[src/design/legalizer_pkg.sv]
// ---------------------------------------------------------------------------
// DMA transfer legalizer shared definitions
// Bus and address widths, page limits, request, option and burst structs
// ---------------------------------------------------------------------------

`default_nettype none

package legalizer_pkg;

    // -------------------------------------------------------------------------
    // Widths and limits
    // -------------------------------------------------------------------------
    localparam int unsigned DATA_WIDTH    = 32;
    localparam int unsigned ADDR_WIDTH    = 24;
    // Bytes per data beat
    localparam int unsigned STRB_WIDTH    = DATA_WIDTH / 8;
    localparam int unsigned OFFSET_WIDTH  = $clog2(STRB_WIDTH);
    // Upper bound for any page configuration
    localparam int unsigned MAX_PAGE_SIZE = 4096;

    // -------------------------------------------------------------------------
    // Scalar types
    // -------------------------------------------------------------------------
    typedef logic [ADDR_WIDTH-1:0]            addr_t;
    typedef logic [OFFSET_WIDTH-1:0]          offset_t;
    typedef logic [ADDR_WIDTH-1:0]            len_t;
    // One extra bit so a full page count fits
    typedef logic [$clog2(MAX_PAGE_SIZE):0]   page_len_t;
    // Log2 of the beat count of a reduced burst
    typedef logic [2:0]                       max_llen_t;

    // Per-side burst options
    typedef struct packed {
        logic      reduce_len;
        max_llen_t max_llen;
    } side_opt_t;

    // Generic 1D copy request
    typedef struct packed {
        len_t      length;
        addr_t     src_addr;
        addr_t     dst_addr;
        side_opt_t src_opt;
        side_opt_t dst_opt;
        logic      decouple_rw;
    } xfer_req_t;

    // One legal burst, geometry for the data path
    typedef struct packed {
        addr_t     addr;       // word aligned
        offset_t   offset;     // first valid byte in the first beat
        offset_t   tailer;     // end position in the last beat
        page_len_t num_bytes;
        logic      is_single;  // fits in one beat
        logic      last;       // final burst of the transfer
    } burst_t;

endpackage

`default_nettype wire

[src/design/burst_channel.sv]
// ---------------------------------------------------------------------------
// Burst channel
// Mutable transfer state of one side, emits one legal burst per step
// ---------------------------------------------------------------------------

`default_nettype none

module burst_channel #(
    parameter int unsigned PAGE_SIZE = 1024
) (
    input  logic                     clk_i,
    input  logic                     reset_i,
    input  logic                     load_i,
    input  legalizer_pkg::addr_t     addr_i,
    input  legalizer_pkg::len_t      length_i,
    input  legalizer_pkg::side_opt_t opt_i,
    input  legalizer_pkg::page_len_t limit_i,
    input  logic                     enable_i,
    input  logic                     kill_i,
    output legalizer_pkg::page_len_t bytes_to_pb_o,
    output legalizer_pkg::burst_t    burst_o,
    output logic                     done_o,
    output logic                     busy_o
);
    import legalizer_pkg::*;

    // Remaining part of the transfer on this side
    typedef struct packed {
        len_t  length;
        addr_t addr;
        logic  valid;
    } chan_state_t;

    chan_state_t state_d;
    chan_state_t state_q;
    side_opt_t   opt_q;

    page_len_t   num_bytes;
    offset_t     addr_offset;
    logic        done;

    // -------------------------------------------------------------------------
    // Boundary distance of the current address
    // -------------------------------------------------------------------------
    page_splitter #(
        .PAGE_SIZE     (PAGE_SIZE)
    ) u_page_splitter (
        .addr_i        (state_q.addr),
        .opt_i         (opt_q),
        .bytes_to_pb_o (bytes_to_pb_o)
    );

    // -------------------------------------------------------------------------
    // Next state
    // -------------------------------------------------------------------------
    always_comb begin : proc_legalize
        state_d = state_q;
        done    = 1'b0;
        // More left than the limit allows
        if (state_q.length > len_t'(limit_i)) begin
            num_bytes      = limit_i;
            state_d.length = state_q.length - len_t'(limit_i);
            state_d.addr   = state_q.addr + addr_t'(limit_i);
        end else begin
            // Remainder fits, this is the final burst
            num_bytes = page_len_t'(state_q.length);
            state_d   = '0;
            done      = 1'b1;
        end
        // Drop whatever is in flight
        if (kill_i) begin
            state_d = '0;
        end
        // New request wins over kill
        if (load_i) begin
            state_d = '{length: length_i, addr: addr_i, valid: 1'b1};
        end
    end

    always_ff @(posedge clk_i) begin
        if (reset_i) begin
            state_q <= '0;
            opt_q   <= '0;
        end else if (enable_i) begin
            state_q <= state_d;
            // Options only change with a new request
            if (load_i) begin
                opt_q <= opt_i;
            end
        end
    end

    // -------------------------------------------------------------------------
    // Burst geometry
    // -------------------------------------------------------------------------
    assign addr_offset = state_q.addr[OFFSET_WIDTH-1:0];

    assign burst_o = '{
        addr:      {state_q.addr[ADDR_WIDTH-1:OFFSET_WIDTH], {OFFSET_WIDTH{1'b0}}},
        offset:    addr_offset,
        tailer:    offset_t'(num_bytes + page_len_t'(addr_offset)),
        num_bytes: num_bytes,
        is_single: (num_bytes <= page_len_t'(STRB_WIDTH)),
        last:      done
    };

    assign done_o = done;
    assign busy_o = state_q.valid;

    // Limit from the flow control and the splitter always allow progress
    a_busy_nonempty : assert property (@(posedge clk_i) disable iff (reset_i)
        busy_o |-> (burst_o.num_bytes != '0))
        else $error("busy channel emits an empty burst");

endmodule

`default_nettype wire

[src/design/legalizer_top.sv]
// ---------------------------------------------------------------------------
// DMA transfer legalizer top level
// Cuts a 1D copy request into page-safe read and write burst sequences
// ---------------------------------------------------------------------------

`default_nettype none

module legalizer_top #(
    parameter int unsigned PAGE_SIZE = 1024
) (
    input  logic                     clk_i,
    input  logic                     reset_i,
    input  legalizer_pkg::xfer_req_t xfer_req_i,
    input  logic                     valid_i,
    input  logic                     flush_i,
    input  logic                     kill_i,
    input  logic                     r_ready_i,
    input  logic                     w_ready_i,
    output logic                     ready_o,
    output logic                     r_valid_o,
    output logic                     w_valid_o,
    output logic                     r_busy_o,
    output logic                     w_busy_o,
    output legalizer_pkg::burst_t    r_burst_o,
    output legalizer_pkg::burst_t    w_burst_o
);
    import legalizer_pkg::*;

    // Boundary distances towards the flow control
    page_len_t r_bytes_to_pb;
    page_len_t w_bytes_to_pb;
    // Byte limits back to the channels
    page_len_t r_limit;
    page_len_t w_limit;

    logic      r_enable;
    logic      w_enable;
    logic      r_done;
    logic      w_done;
    logic      load;

    // -------------------------------------------------------------------------
    // Read side, source address
    // -------------------------------------------------------------------------
    burst_channel #(
        .PAGE_SIZE     (PAGE_SIZE)
    ) u_read_channel (
        .clk_i         (clk_i),
        .reset_i       (reset_i),
        .load_i        (load),
        .addr_i        (xfer_req_i.src_addr),
        .length_i      (xfer_req_i.length),
        .opt_i         (xfer_req_i.src_opt),
        .limit_i       (r_limit),
        .enable_i      (r_enable),
        .kill_i        (kill_i),
        .bytes_to_pb_o (r_bytes_to_pb),
        .burst_o       (r_burst_o),
        .done_o        (r_done),
        .busy_o        (r_busy_o)
    );

    // -------------------------------------------------------------------------
    // Write side, destination address
    // -------------------------------------------------------------------------
    burst_channel #(
        .PAGE_SIZE     (PAGE_SIZE)
    ) u_write_channel (
        .clk_i         (clk_i),
        .reset_i       (reset_i),
        .load_i        (load),
        .addr_i        (xfer_req_i.dst_addr),
        .length_i      (xfer_req_i.length),
        .opt_i         (xfer_req_i.dst_opt),
        .limit_i       (w_limit),
        .enable_i      (w_enable),
        .kill_i        (kill_i),
        .bytes_to_pb_o (w_bytes_to_pb),
        .burst_o       (w_burst_o),
        .done_o        (w_done),
        .busy_o        (w_busy_o)
    );

    // Coupling, stalls and request acceptance
    rw_flow_ctrl u_flow_ctrl (
        .clk_i           (clk_i),
        .reset_i         (reset_i),
        .valid_i         (valid_i),
        .req_decouple_i  (xfer_req_i.decouple_rw),
        .r_ready_i       (r_ready_i),
        .w_ready_i       (w_ready_i),
        .flush_i         (flush_i),
        .kill_i          (kill_i),
        .r_bytes_to_pb_i (r_bytes_to_pb),
        .w_bytes_to_pb_i (w_bytes_to_pb),
        .r_done_i        (r_done),
        .w_done_i        (w_done),
        .r_busy_i        (r_busy_o),
        .w_busy_i        (w_busy_o),
        .r_limit_o       (r_limit),
        .w_limit_o       (w_limit),
        .r_enable_o      (r_enable),
        .w_enable_o      (w_enable),
        .load_o          (load),
        .ready_o         (ready_o),
        .r_valid_o       (r_valid_o),
        .w_valid_o       (w_valid_o)
    );

endmodule

`default_nettype wire

[src/design/page_splitter.sv]
// ---------------------------------------------------------------------------
// Page splitter
// Distance in bytes from an address to the next page or burst-limit boundary
// ---------------------------------------------------------------------------

`default_nettype none

module page_splitter #(
    parameter int unsigned PAGE_SIZE = 1024
) (
    input  legalizer_pkg::addr_t     addr_i,
    input  legalizer_pkg::side_opt_t opt_i,
    output legalizer_pkg::page_len_t bytes_to_pb_o
);
    import legalizer_pkg::*;

    // Page size in counter width
    localparam page_len_t PAGE_BYTES = page_len_t'(PAGE_SIZE);

    page_len_t burst_bytes;
    page_len_t bound_bytes;
    page_len_t pos_in_bound;

    always_comb begin : proc_boundary
        // Reduced burst limit is beats times beat width
        burst_bytes = page_len_t'(STRB_WIDTH) << opt_i.max_llen;
        bound_bytes = PAGE_BYTES;
        // Only the tighter limit applies
        if (opt_i.reduce_len && (burst_bytes < PAGE_BYTES)) begin
            bound_bytes = burst_bytes;
        end
        // Boundary is a power of two, so a mask gives the position
        pos_in_bound = page_len_t'(addr_i) & (bound_bytes - 1'b1);
    end

    assign bytes_to_pb_o = bound_bytes - pos_in_bound;

endmodule

`default_nettype wire

[src/design/rw_flow_ctrl.sv]
// ---------------------------------------------------------------------------
// Read/write flow control
// Coupling mode, per-side limits and enables, valids and request ready
// ---------------------------------------------------------------------------

`default_nettype none

module rw_flow_ctrl (
    input  logic                     clk_i,
    input  logic                     reset_i,
    input  logic                     valid_i,
    input  logic                     req_decouple_i,
    input  logic                     r_ready_i,
    input  logic                     w_ready_i,
    input  logic                     flush_i,
    input  logic                     kill_i,
    input  legalizer_pkg::page_len_t r_bytes_to_pb_i,
    input  legalizer_pkg::page_len_t w_bytes_to_pb_i,
    input  logic                     r_done_i,
    input  logic                     w_done_i,
    input  logic                     r_busy_i,
    input  logic                     w_busy_i,
    output legalizer_pkg::page_len_t r_limit_o,
    output legalizer_pkg::page_len_t w_limit_o,
    output logic                     r_enable_o,
    output logic                     w_enable_o,
    output logic                     load_o,
    output logic                     ready_o,
    output logic                     r_valid_o,
    output logic                     w_valid_o
);
    import legalizer_pkg::*;

    logic      decouple_q;
    page_len_t c_limit;
    logic      both_ready;

    // Closer of the two boundaries for lockstep progress
    assign c_limit    = (r_bytes_to_pb_i > w_bytes_to_pb_i) ? w_bytes_to_pb_i : r_bytes_to_pb_i;
    assign both_ready = r_ready_i & w_ready_i;

    // Accept when both sides finish this cycle or sit idle
    assign ready_o = r_done_i & w_done_i & both_ready & !flush_i;
    assign load_o  = ready_o & valid_i;

    // -------------------------------------------------------------------------
    // Enables and valids
    // -------------------------------------------------------------------------
    always_comb begin : proc_flow
        if (decouple_q) begin
            // Each side on its own boundary and ready
            r_limit_o  = r_bytes_to_pb_i;
            w_limit_o  = w_bytes_to_pb_i;
            r_enable_o = (r_ready_i & !flush_i) | kill_i;
            w_enable_o = (w_ready_i & !flush_i) | kill_i;
            r_valid_o  = r_busy_i & r_ready_i & !flush_i;
            w_valid_o  = w_busy_i & w_ready_i & !flush_i;
        end else begin
            // Lockstep, one stalled side holds both
            r_limit_o  = c_limit;
            w_limit_o  = c_limit;
            r_enable_o = (both_ready & !flush_i) | kill_i;
            w_enable_o = (both_ready & !flush_i) | kill_i;
            r_valid_o  = r_busy_i & both_ready & !flush_i;
            w_valid_o  = w_busy_i & both_ready & !flush_i;
        end
    end

    // Coupling mode follows each accepted request
    always_ff @(posedge clk_i) begin
        if (reset_i) begin
            decouple_q <= 1'b0;
        end else if (load_o) begin
            decouple_q <= req_decouple_i;
        end
    end

    // -------------------------------------------------------------------------
    // Checks
    // -------------------------------------------------------------------------
    // Both channels run the same byte sequence when coupled
    a_coupled_lockstep : assert property (@(posedge clk_i) disable iff (reset_i)
        !decouple_q |-> (r_valid_o == w_valid_o))
        else $error("coupled read and write sides out of step");

endmodule

`default_nettype wire

[config.mk]
export PLATFORM = sky130hd
export DESIGN_NAME = legalizer_top
export DESIGN_NICKNAME = d
export VERILOG_FILES = /design/src/design/legalizer_pkg.sv /design/src/design/burst_channel.sv /design/src/design/legalizer_top.sv /design/src/design/page_splitter.sv /design/src/design/rw_flow_ctrl.sv
export SDC_FILE = /design/constraint.sdc
export NUM_CORES = 1
export LEC_CHECK = 0
export BUFFER_PORTS_ARGS = -buffer_cell sky130_fd_sc_hd__buf_2
export CAP_MARGIN = 20
export CORE_MARGIN = 2
export CORE_UTILIZATION = 53
export CTS_BUF_LIST = sky130_fd_sc_hd__clkbuf_4 sky130_fd_sc_hd__clkbuf_8 sky130_fd_sc_hd__clkbuf_16
export CTS_CLUSTER_DIAMETER = 100
export CTS_CLUSTER_SIZE = 28
export DETAILED_ROUTE_END_ITERATION = 12
export GPL_TIMING_DRIVEN = 0
export PLACE_DENSITY = 0.79
export SKIP_CTS_REPAIR_TIMING = 1
export SLEW_MARGIN = 20
export SYNTH_ARGS = -nofsm -noshare
export SYNTH_HDL_FRONTEND = slang
export SYNTH_SLANG_ARGS = --single-unit
[constraint.sdc]
create_clock -name clk_i -period 7.2 [get_ports clk_i]
set_input_delay 0.36 -clock clk_i [delete_from_list [all_inputs] [get_ports clk_i]]
set_output_delay 0.36 -clock clk_i [all_outputs]
set_load 0.1 [all_outputs]
==> results of run 1 <==
-- routing by layer --
metal | up-vias | GRT usage [%]
li1 | 5673 | -
met5 | - | 0
met2 | 756 | 55.3
met4 | 0 | 11.7
met1 | 5855 | 45.4
met3 | 162 | 6.26
-- state kept, by name, indices dropped and copies added, names as in the netlist --
name	flops
u_read_channel.burst_o	24
u_read_channel.busy_o	1
u_write_channel.opt_q	4
u_read_channel.state_q	24
u_write_channel.burst_o	24
u_read_channel.opt_q	4
u_flow_ctrl.decouple_q	1
u_write_channel.state_q	24
u_write_channel.busy_o	1
-- synth_stat cells (7+ instances only) --
library cell | number | area share, %
o211ai_1 | 10 | 0.72
xnor2_1 | 40 | 3.4
buf_2 | 16 | 0.77
o21ai_0 | 109 | 5.3
mux2_2 | 8 | 0.87
mux2i_1 | 14 | 1.4
nand3b_1 | 7 | 0.51
a21oi_1 | 145 | 7.0
a31oi_1 | 17 | 1.0
ha_1 | 74 | 8.9
o21bai_1 | 9 | 0.65
a21o_1 | 17 | 1.2
xor2_1 | 30 | 2.5
o21a_1 | 19 | 1.4
nor3b_1 | 9 | 0.65
nor4_1 | 14 | 0.85
a22oi_1 | 48 | 3.5
inv_1 | 68 | 2.5
nor2_1 | 123 | 4.5
and2_1 | 14 | 0.85
o22ai_1 | 9 | 0.54
a32oi_1 | 7 | 0.59
nand4_1 | 15 | 0.91
clkbuf_1 | 51 | 1.8
or3_1 | 8 | 0.48
dfxtp_1 | 107 | 21
nand2b_1 | 22 | 1.3
nor3_1 | 44 | 2.1
nor2b_1 | 22 | 1.3
buf_4 | 57 | 4.1
nand2_1 | 153 | 5.5
nand3_1 | 17 | 0.82
a211oi_1 | 15 | 1.1
-- kinds of logic after synthesis --
logic type / count (synthesis) / synth area share (%)
flip-flops: 107 / 20.7
buffers and inverters: 193 / 9.25
AND/OR/NAND/NOR: 485 / 23.0
adder cells (fa/ha/maj): 78 / 9.71
multiplexers: 22 / 2.22
AO/OA/AOI/OAI: 476 / 29.1
other: 1 / 0.0362
XOR/XNOR: 70 / 5.92
-- worst reg2reg max path, delay by kind of cell (launching register included) --
family / cells / cell delay, ns
AOI/OAI and AO/OA: 11 / 2.47
adders and majority gates: 3 / 0.86
buffers and inverters: 8 / 1.65
DFF: 1 / 0.33
and+or+nand+nor: 9 / 2.04
-- through the flow --
stage	hold slack [ns]	TNS, ns	setup slack, ns
after floorplan	0.426	-8.15	-0.626
after global placement	0.439	-103.12	-1.35
after detailed placement	0.448	-114.16	-1.40
after CTS	0.206	-132.84	-1.83
after global routing	0.210	-37.03	-0.861
final	0.202	-17.06	-0.695
-- final timing paths --
kind,start,endpoint,slack [ns],depth (start not counted)
max,u_write_channel.opt_q[3]$_SDFFE_PP0P_,w_burst_o[1],-0.70,30
min,xfer_req_i[4],u_write_channel.opt_q[3]$_SDFFE_PP0P_,0.20,3
min reg2reg,u_read_channel.state_q[47]$_SDFFE_PP0P_,u_read_channel.state_q[47]$_SDFFE_PP0P_,0.46,2
max reg2reg,u_write_channel.opt_q[3]$_SDFFE_PP0P_,u_write_channel.burst_o[26]$_SDFFE_PP0P_,-0.26,31
-- final cells by class --
cell class | instances | share of cell area, %
Clock inverter | 6 | 0.456
Inverter | 69 | 1.90
Sequential cell | 107 | 15.0
Tap cell | 265 | 2.32
Buffer | 122 | 5.92
Multi-Input combinational cell | 1135 | 59.3
Clock buffer | 10 | 1.67
Timing Repair inverter | 1 | 0.0351
Timing Repair Buffer | 250 | 13.4
==> impl_metrics.yaml, run 1 <==
timing:
  fin_crit_ns: 7.90
  worst_clock_skew_ns: 0.00869
  relSlewSlack_pct: 39.9
  worst_pin_slew_ns: 0.902
  setup_slack_ns: -0.695
  fmax_ghz: 0.127
  hold_viol_final: 0
  rsz0062_at_grt: "true"
  slew_violations: 0
  period_share_pct: 110
  setup_violations: 103
critical_path:
  critPathTopFamily: "simple AND/OR/NAND/NOR gates"
  critPathBufInv: 6
  start_kind: "register"
  cp.required_ns: 6.84
  cp_max_fo: 8
  critPathSlowestCell: "or3b_4"
  slowest_delay_ns: 0.44
  crit_type: "register to output pin"
  arrival_ns: 7.54
  crit_path_end_kind: "output pin"
placement:
  gp_congestion: 1.00
  dp_cells: 1873
  port_buffers: 173
  place_area_mm2: 0.0120
  dpl.hpwl_um: 28200
synthesis:
  synth_cells: 1432
  synth-edff-count: 0
  synthFlopType: "dfxtp_1"
  synthArstFlopShare_pct: 0
  ys.warnings.count: 0
  syn_area_mm2: 0.0104
  avgSynthCellArea_um2: 7.23
  synth_cell_types: 82
  ys_seq_elements: 107
  seq_area_frac_synth_pct: 20.7
final_layout:
  nFillCells: 1447
  final-instance-count-excl-fill: 1965
  mostFrequentLayoutCell: "buf_2"
  area_delta_synth_final_pct: 37.8
  utilization_pct: 73.8
  antenna_cells: 0
  multi_input_area_mm2: 0.00847
  nNetsFinal: 1861
  drive_above_1_share_pct: 31.2
  mostFrequentLayoutCells: "buf_2, nand2_1, a21oi_1"
  layout.area.seq_mm2: 0.00215
  fin_area_mm2: 0.0143
clocking:
  cts_buffers: 9
  tritoncts: "done"
  clk_pin_slew_ns: 0.08
  worstSkewPairLatency_ns: 0.38
  clockRootBuffer: "clkbuf_16"
  clock-sinks: 107
  htreeDepth: 3
  clk_path_buf_depth: 2
routing:
  highest_layer: "met4"
  first_iter_violations: 1263
  met3_length_um: 3550
  wl_met1_um: 15800
  routedWlPerCell_um: 20.3
  wl_um: 39900
  ant_nets: 0
  drc: 0
  avgViaCountPerCell: 6.33
  dr.pass1.iters: 5
  vias: 12446
  met2WireLength_um: 18700
floorplan:
  die_x_um: 144
  start_util_pct: 53.6
  die_area_mm2: 0.0207
  rows: 51
  ios: 179
  die_h_um: 144
  core-area_mm2: 0.0193
flow_run:
  cap_violations: 0
global_routing:
  grt_pass1_wl_um: 55100
  grt_pass1_vias: 10429
  grt_max_degree: 21
  grt-ovfl-total: 0
  grt_usage_pct: 34.0
  antenna_found_initial: 0
worst_hold_path:
  min_path_type: "primary input to register"
run_status:
  outcome: "finished with violations"
  violations: "negative setup slack"
Power of run 1 is left out: the tool's default activity adds up to more than one toggle a clock period on the data nets, which glitch-free logic cannot reach.
==> run 2, diff against run 1 <==
- ABC_AREA: not set -> 1
- CORE_UTILIZATION: 53 -> 60
- PLACE_DENSITY: 0.79 -> 0.84
- clock period: 7.2 -> 10.1 ns (I/O delays scaled with it)
==> impl_metrics.yaml, run 2 <==
global_routing:
  antenna_found_initial: 1
  grt_pass1_vias: 11547
  grt-ovfl-total: 0
  grt_usage_pct: 38.1
  grt_max_degree: 20
  grt_pass1_wl_um: 60200
final_layout:
  mostFrequentLayoutCell: "nand2_1"
  nNetsFinal: 2174
  mostFrequentLayoutCells: "nand2_1, inv_1, buf_2"
  layout.area.seq_mm2: 0.00214
  antenna_cells: 0
  multi_input_area_mm2: 0.00737
  utilization_pct: 68.7
  area_delta_synth_final_pct: 12.9
  drive_above_1_share_pct: 16.8
  nFillCells: 1741
critical_path:
  reg2reg_to: "u_write_channel.burst_o[41]$_SDFFE_PP0P_"
  critPathTopFamily: "simple AND/OR/NAND/NOR gates"
  r2r_start: "u_read_channel.opt_q[3]$_SDFFE_PP0P_"
  slowest_delay_ns: 0.44
  crit_type: "register to output pin"
  critPathBufInv: 8
  critPathMostFrequentCell: "nand2_1"
  start_kind: "register"
  crit_path_end_kind: "output pin"
  worstRegToRegCells: 43
  critPathSlowestCell: "buf_2"
  arrival_ns: 7.58
  cp_max_fo: 10
  r2r_slack_ns: 3.17
  cp.required_ns: 9.60
floorplan:
  die_h_um: 141
  die_x_um: 141
  rows: 50
  die_area_mm2: 0.0200
  start_util_pct: 60.9
  ios: 179
  core-area_mm2: 0.0186
synthesis:
  synth_mux_area_share_pct: 0
  yosysMostFrequentCell: "nand2_1"
  avgSynthCellArea_um2: 6.21
  yosys.area.top_type: "dfxtp_1"
  ys.warnings.count: 0
  synth_cells: 1820
  synth_cell_types: 51
  synthTopCellsByCount: "nand2_1, inv_1, nand3_1"
  synth_top_family_by_area: "simple AND/OR/NAND/NOR gates"
  seq_area_frac_synth_pct: 18.9
  synthFlopType: "dfxtp_1"
  synthArstFlopShare_pct: 0
  synth-edff-count: 0
  syn_area_mm2: 0.0113
  synthXorXnorAreaFrac_pct: 6.51
  synthSimpleGateAreaFrac_pct: 32.6
  synth.area.top_cells: "dfxtp_1, nand2_1, inv_1"
  yosysTopAreaCellShare_pct: 18.9
  ys_seq_elements: 107
  synthAdderAreaFrac_pct: 8.90
  synth_compound_area_share_pct: 17.0
timing:
  period_share_pct: 80.1
  setup_tns_ns: 0
  relSlewSlack_pct: 31.2
  rsz0062_at_grt: "false"
  setup_violations: 0
  fin_crit_ns: 8.09
  hold_viol_final: 0
  worst_clock_skew_ns: 0.0139
  fmax_ghz: 0.124
  worst_pin_slew_ns: 1.03
  slew_violations: 0
power:
  p_leak_nw: 7.36
  ir_drop_mv: 0.126
  power_density_mw_per_mm2: 121
routing:
  dr.pass1.iters: 6
  first_iter_violations: 1261
  routedWlPerCell_um: 17.1
  wl_um: 38400
  ant_nets: 0
  avgViaCountPerCell: 5.75
  vias: 12913
  drc: 0
worst_hold_path:
  min_from: "reset_i"
  hold_depth: 2
  min_path_type: "primary input to register"
  worst_hold_path.endpoint: "u_write_channel.busy_o$_SDFFE_PP0P_"
clocking:
  worstSkewPairLatency_ns: 0.37
  clock-sinks: 107
  cts_buffers: 9
  tritoncts: "done"
  htreeDepth: 3
  clk_pin_slew_ns: 0.08
  clk_path_buf_depth: 2
  clockRootBuffer: "clkbuf_16"
placement:
  gp_congestion: 1.05
  dpl.hpwl_um: 30900
  port_buffers: 174
run_status:
  outcome: "finished clean"
flow_run:
  cap_violations: 0
[run 2: changes by cell type after synthesis, moves of 22 or more]
cell | before | now
a21oi_1 | 145 | 73
a22oi_1 | 48 | 8
clkbuf_1 | 51 | 29
inv_1 | 68 | 283
nand2_1 | 153 | 495
nand2b_1 | 22 | 0
nand3_1 | 17 | 132
nor2b_1 | 22 | 0
nor3_1 | 44 | 14
o211ai_1 | 10 | 99
o21ai_0 | 109 | 61
xor2_1 | 30 | 56
[run 2: cells by family after synthesis]
family | after synthesis
flip-flops | 107
other | 1
AND/OR/NAND/NOR | 846
adder cells (fa/ha/maj) | 78
XOR/XNOR | 84
buffers and inverters | 407
AO/OA/AOI/OAI | 297
[run 2: how the worst max path moves through the flow]
stage | start | endpoint | slack, ns | cells after the start
floorplan | u_read_channel.opt_q[3]$_SDFFE_PP0P_ | r_burst_o[16] | 1.09 | 40
global placement | u_read_channel.opt_q[3]$_SDFFE_PP0P_ | r_burst_o[16] | 2.69 | 41
detailed placement | u_read_channel.opt_q[3]$_SDFFE_PP0P_ | r_burst_o[16] | 2.64 | 42
CTS | u_read_channel.opt_q[3]$_SDFFE_PP0P_ | r_burst_o[16] | 2.19 | 42
global route | u_read_channel.opt_q[3]$_SDFFE_PP0P_ | r_burst_o[16] | 1.56 | 44
finish | u_read_channel.opt_q[3]$_SDFFE_PP0P_ | r_burst_o[16] | 2.01 | 44
[run 2: layer usage]
layer	GRT usage, %	share of wire [%]	up-vias
met5	0	0	-
met4	16.8	4.4	0
met3	7.32	11	111
met2	60.1	44	691
met1	50.8	41	5867
li1	-	-	6244
[run 2: stage by stage]
stage               setup slack, ns  power, mW  cells  instance area (µm²)  hold WS (ns)
detailed placement             2.64       1.16   2231                12500         0.484
floorplan                      1.09       1.01   1823                11300         0.467
global placement               2.69       1.16   2231                12500         0.480
CTS                            2.19       1.53   2246                12800         0.337
finish                         2.01       1.54   2246                12800         0.340
global route                   1.56       1.61   2246                12800         0.336
[run 2: power breakdown]
group | leakage (nW) | switching (mW) | internal, mW | total, mW
Sequential | 0.872 | 0.0260 | 0.444 | 0.470
Clock | 0.137 | 0.198 | 0.173 | 0.371
Combinational | 6.36 | 0.500 | 0.201 | 0.701
[run 2: layout make-up]
cell class                 instances  area share (%)
sequential                       107            16.8
clock inverter                     6           0.480
multi-input combinational       1309            57.7
inverter                         299            8.81
buffer                           108            5.33
timing repair buffer             174            6.82
clock buffer                       9            1.76
tap                              234            2.29
(Power assumes the default switching activity.)
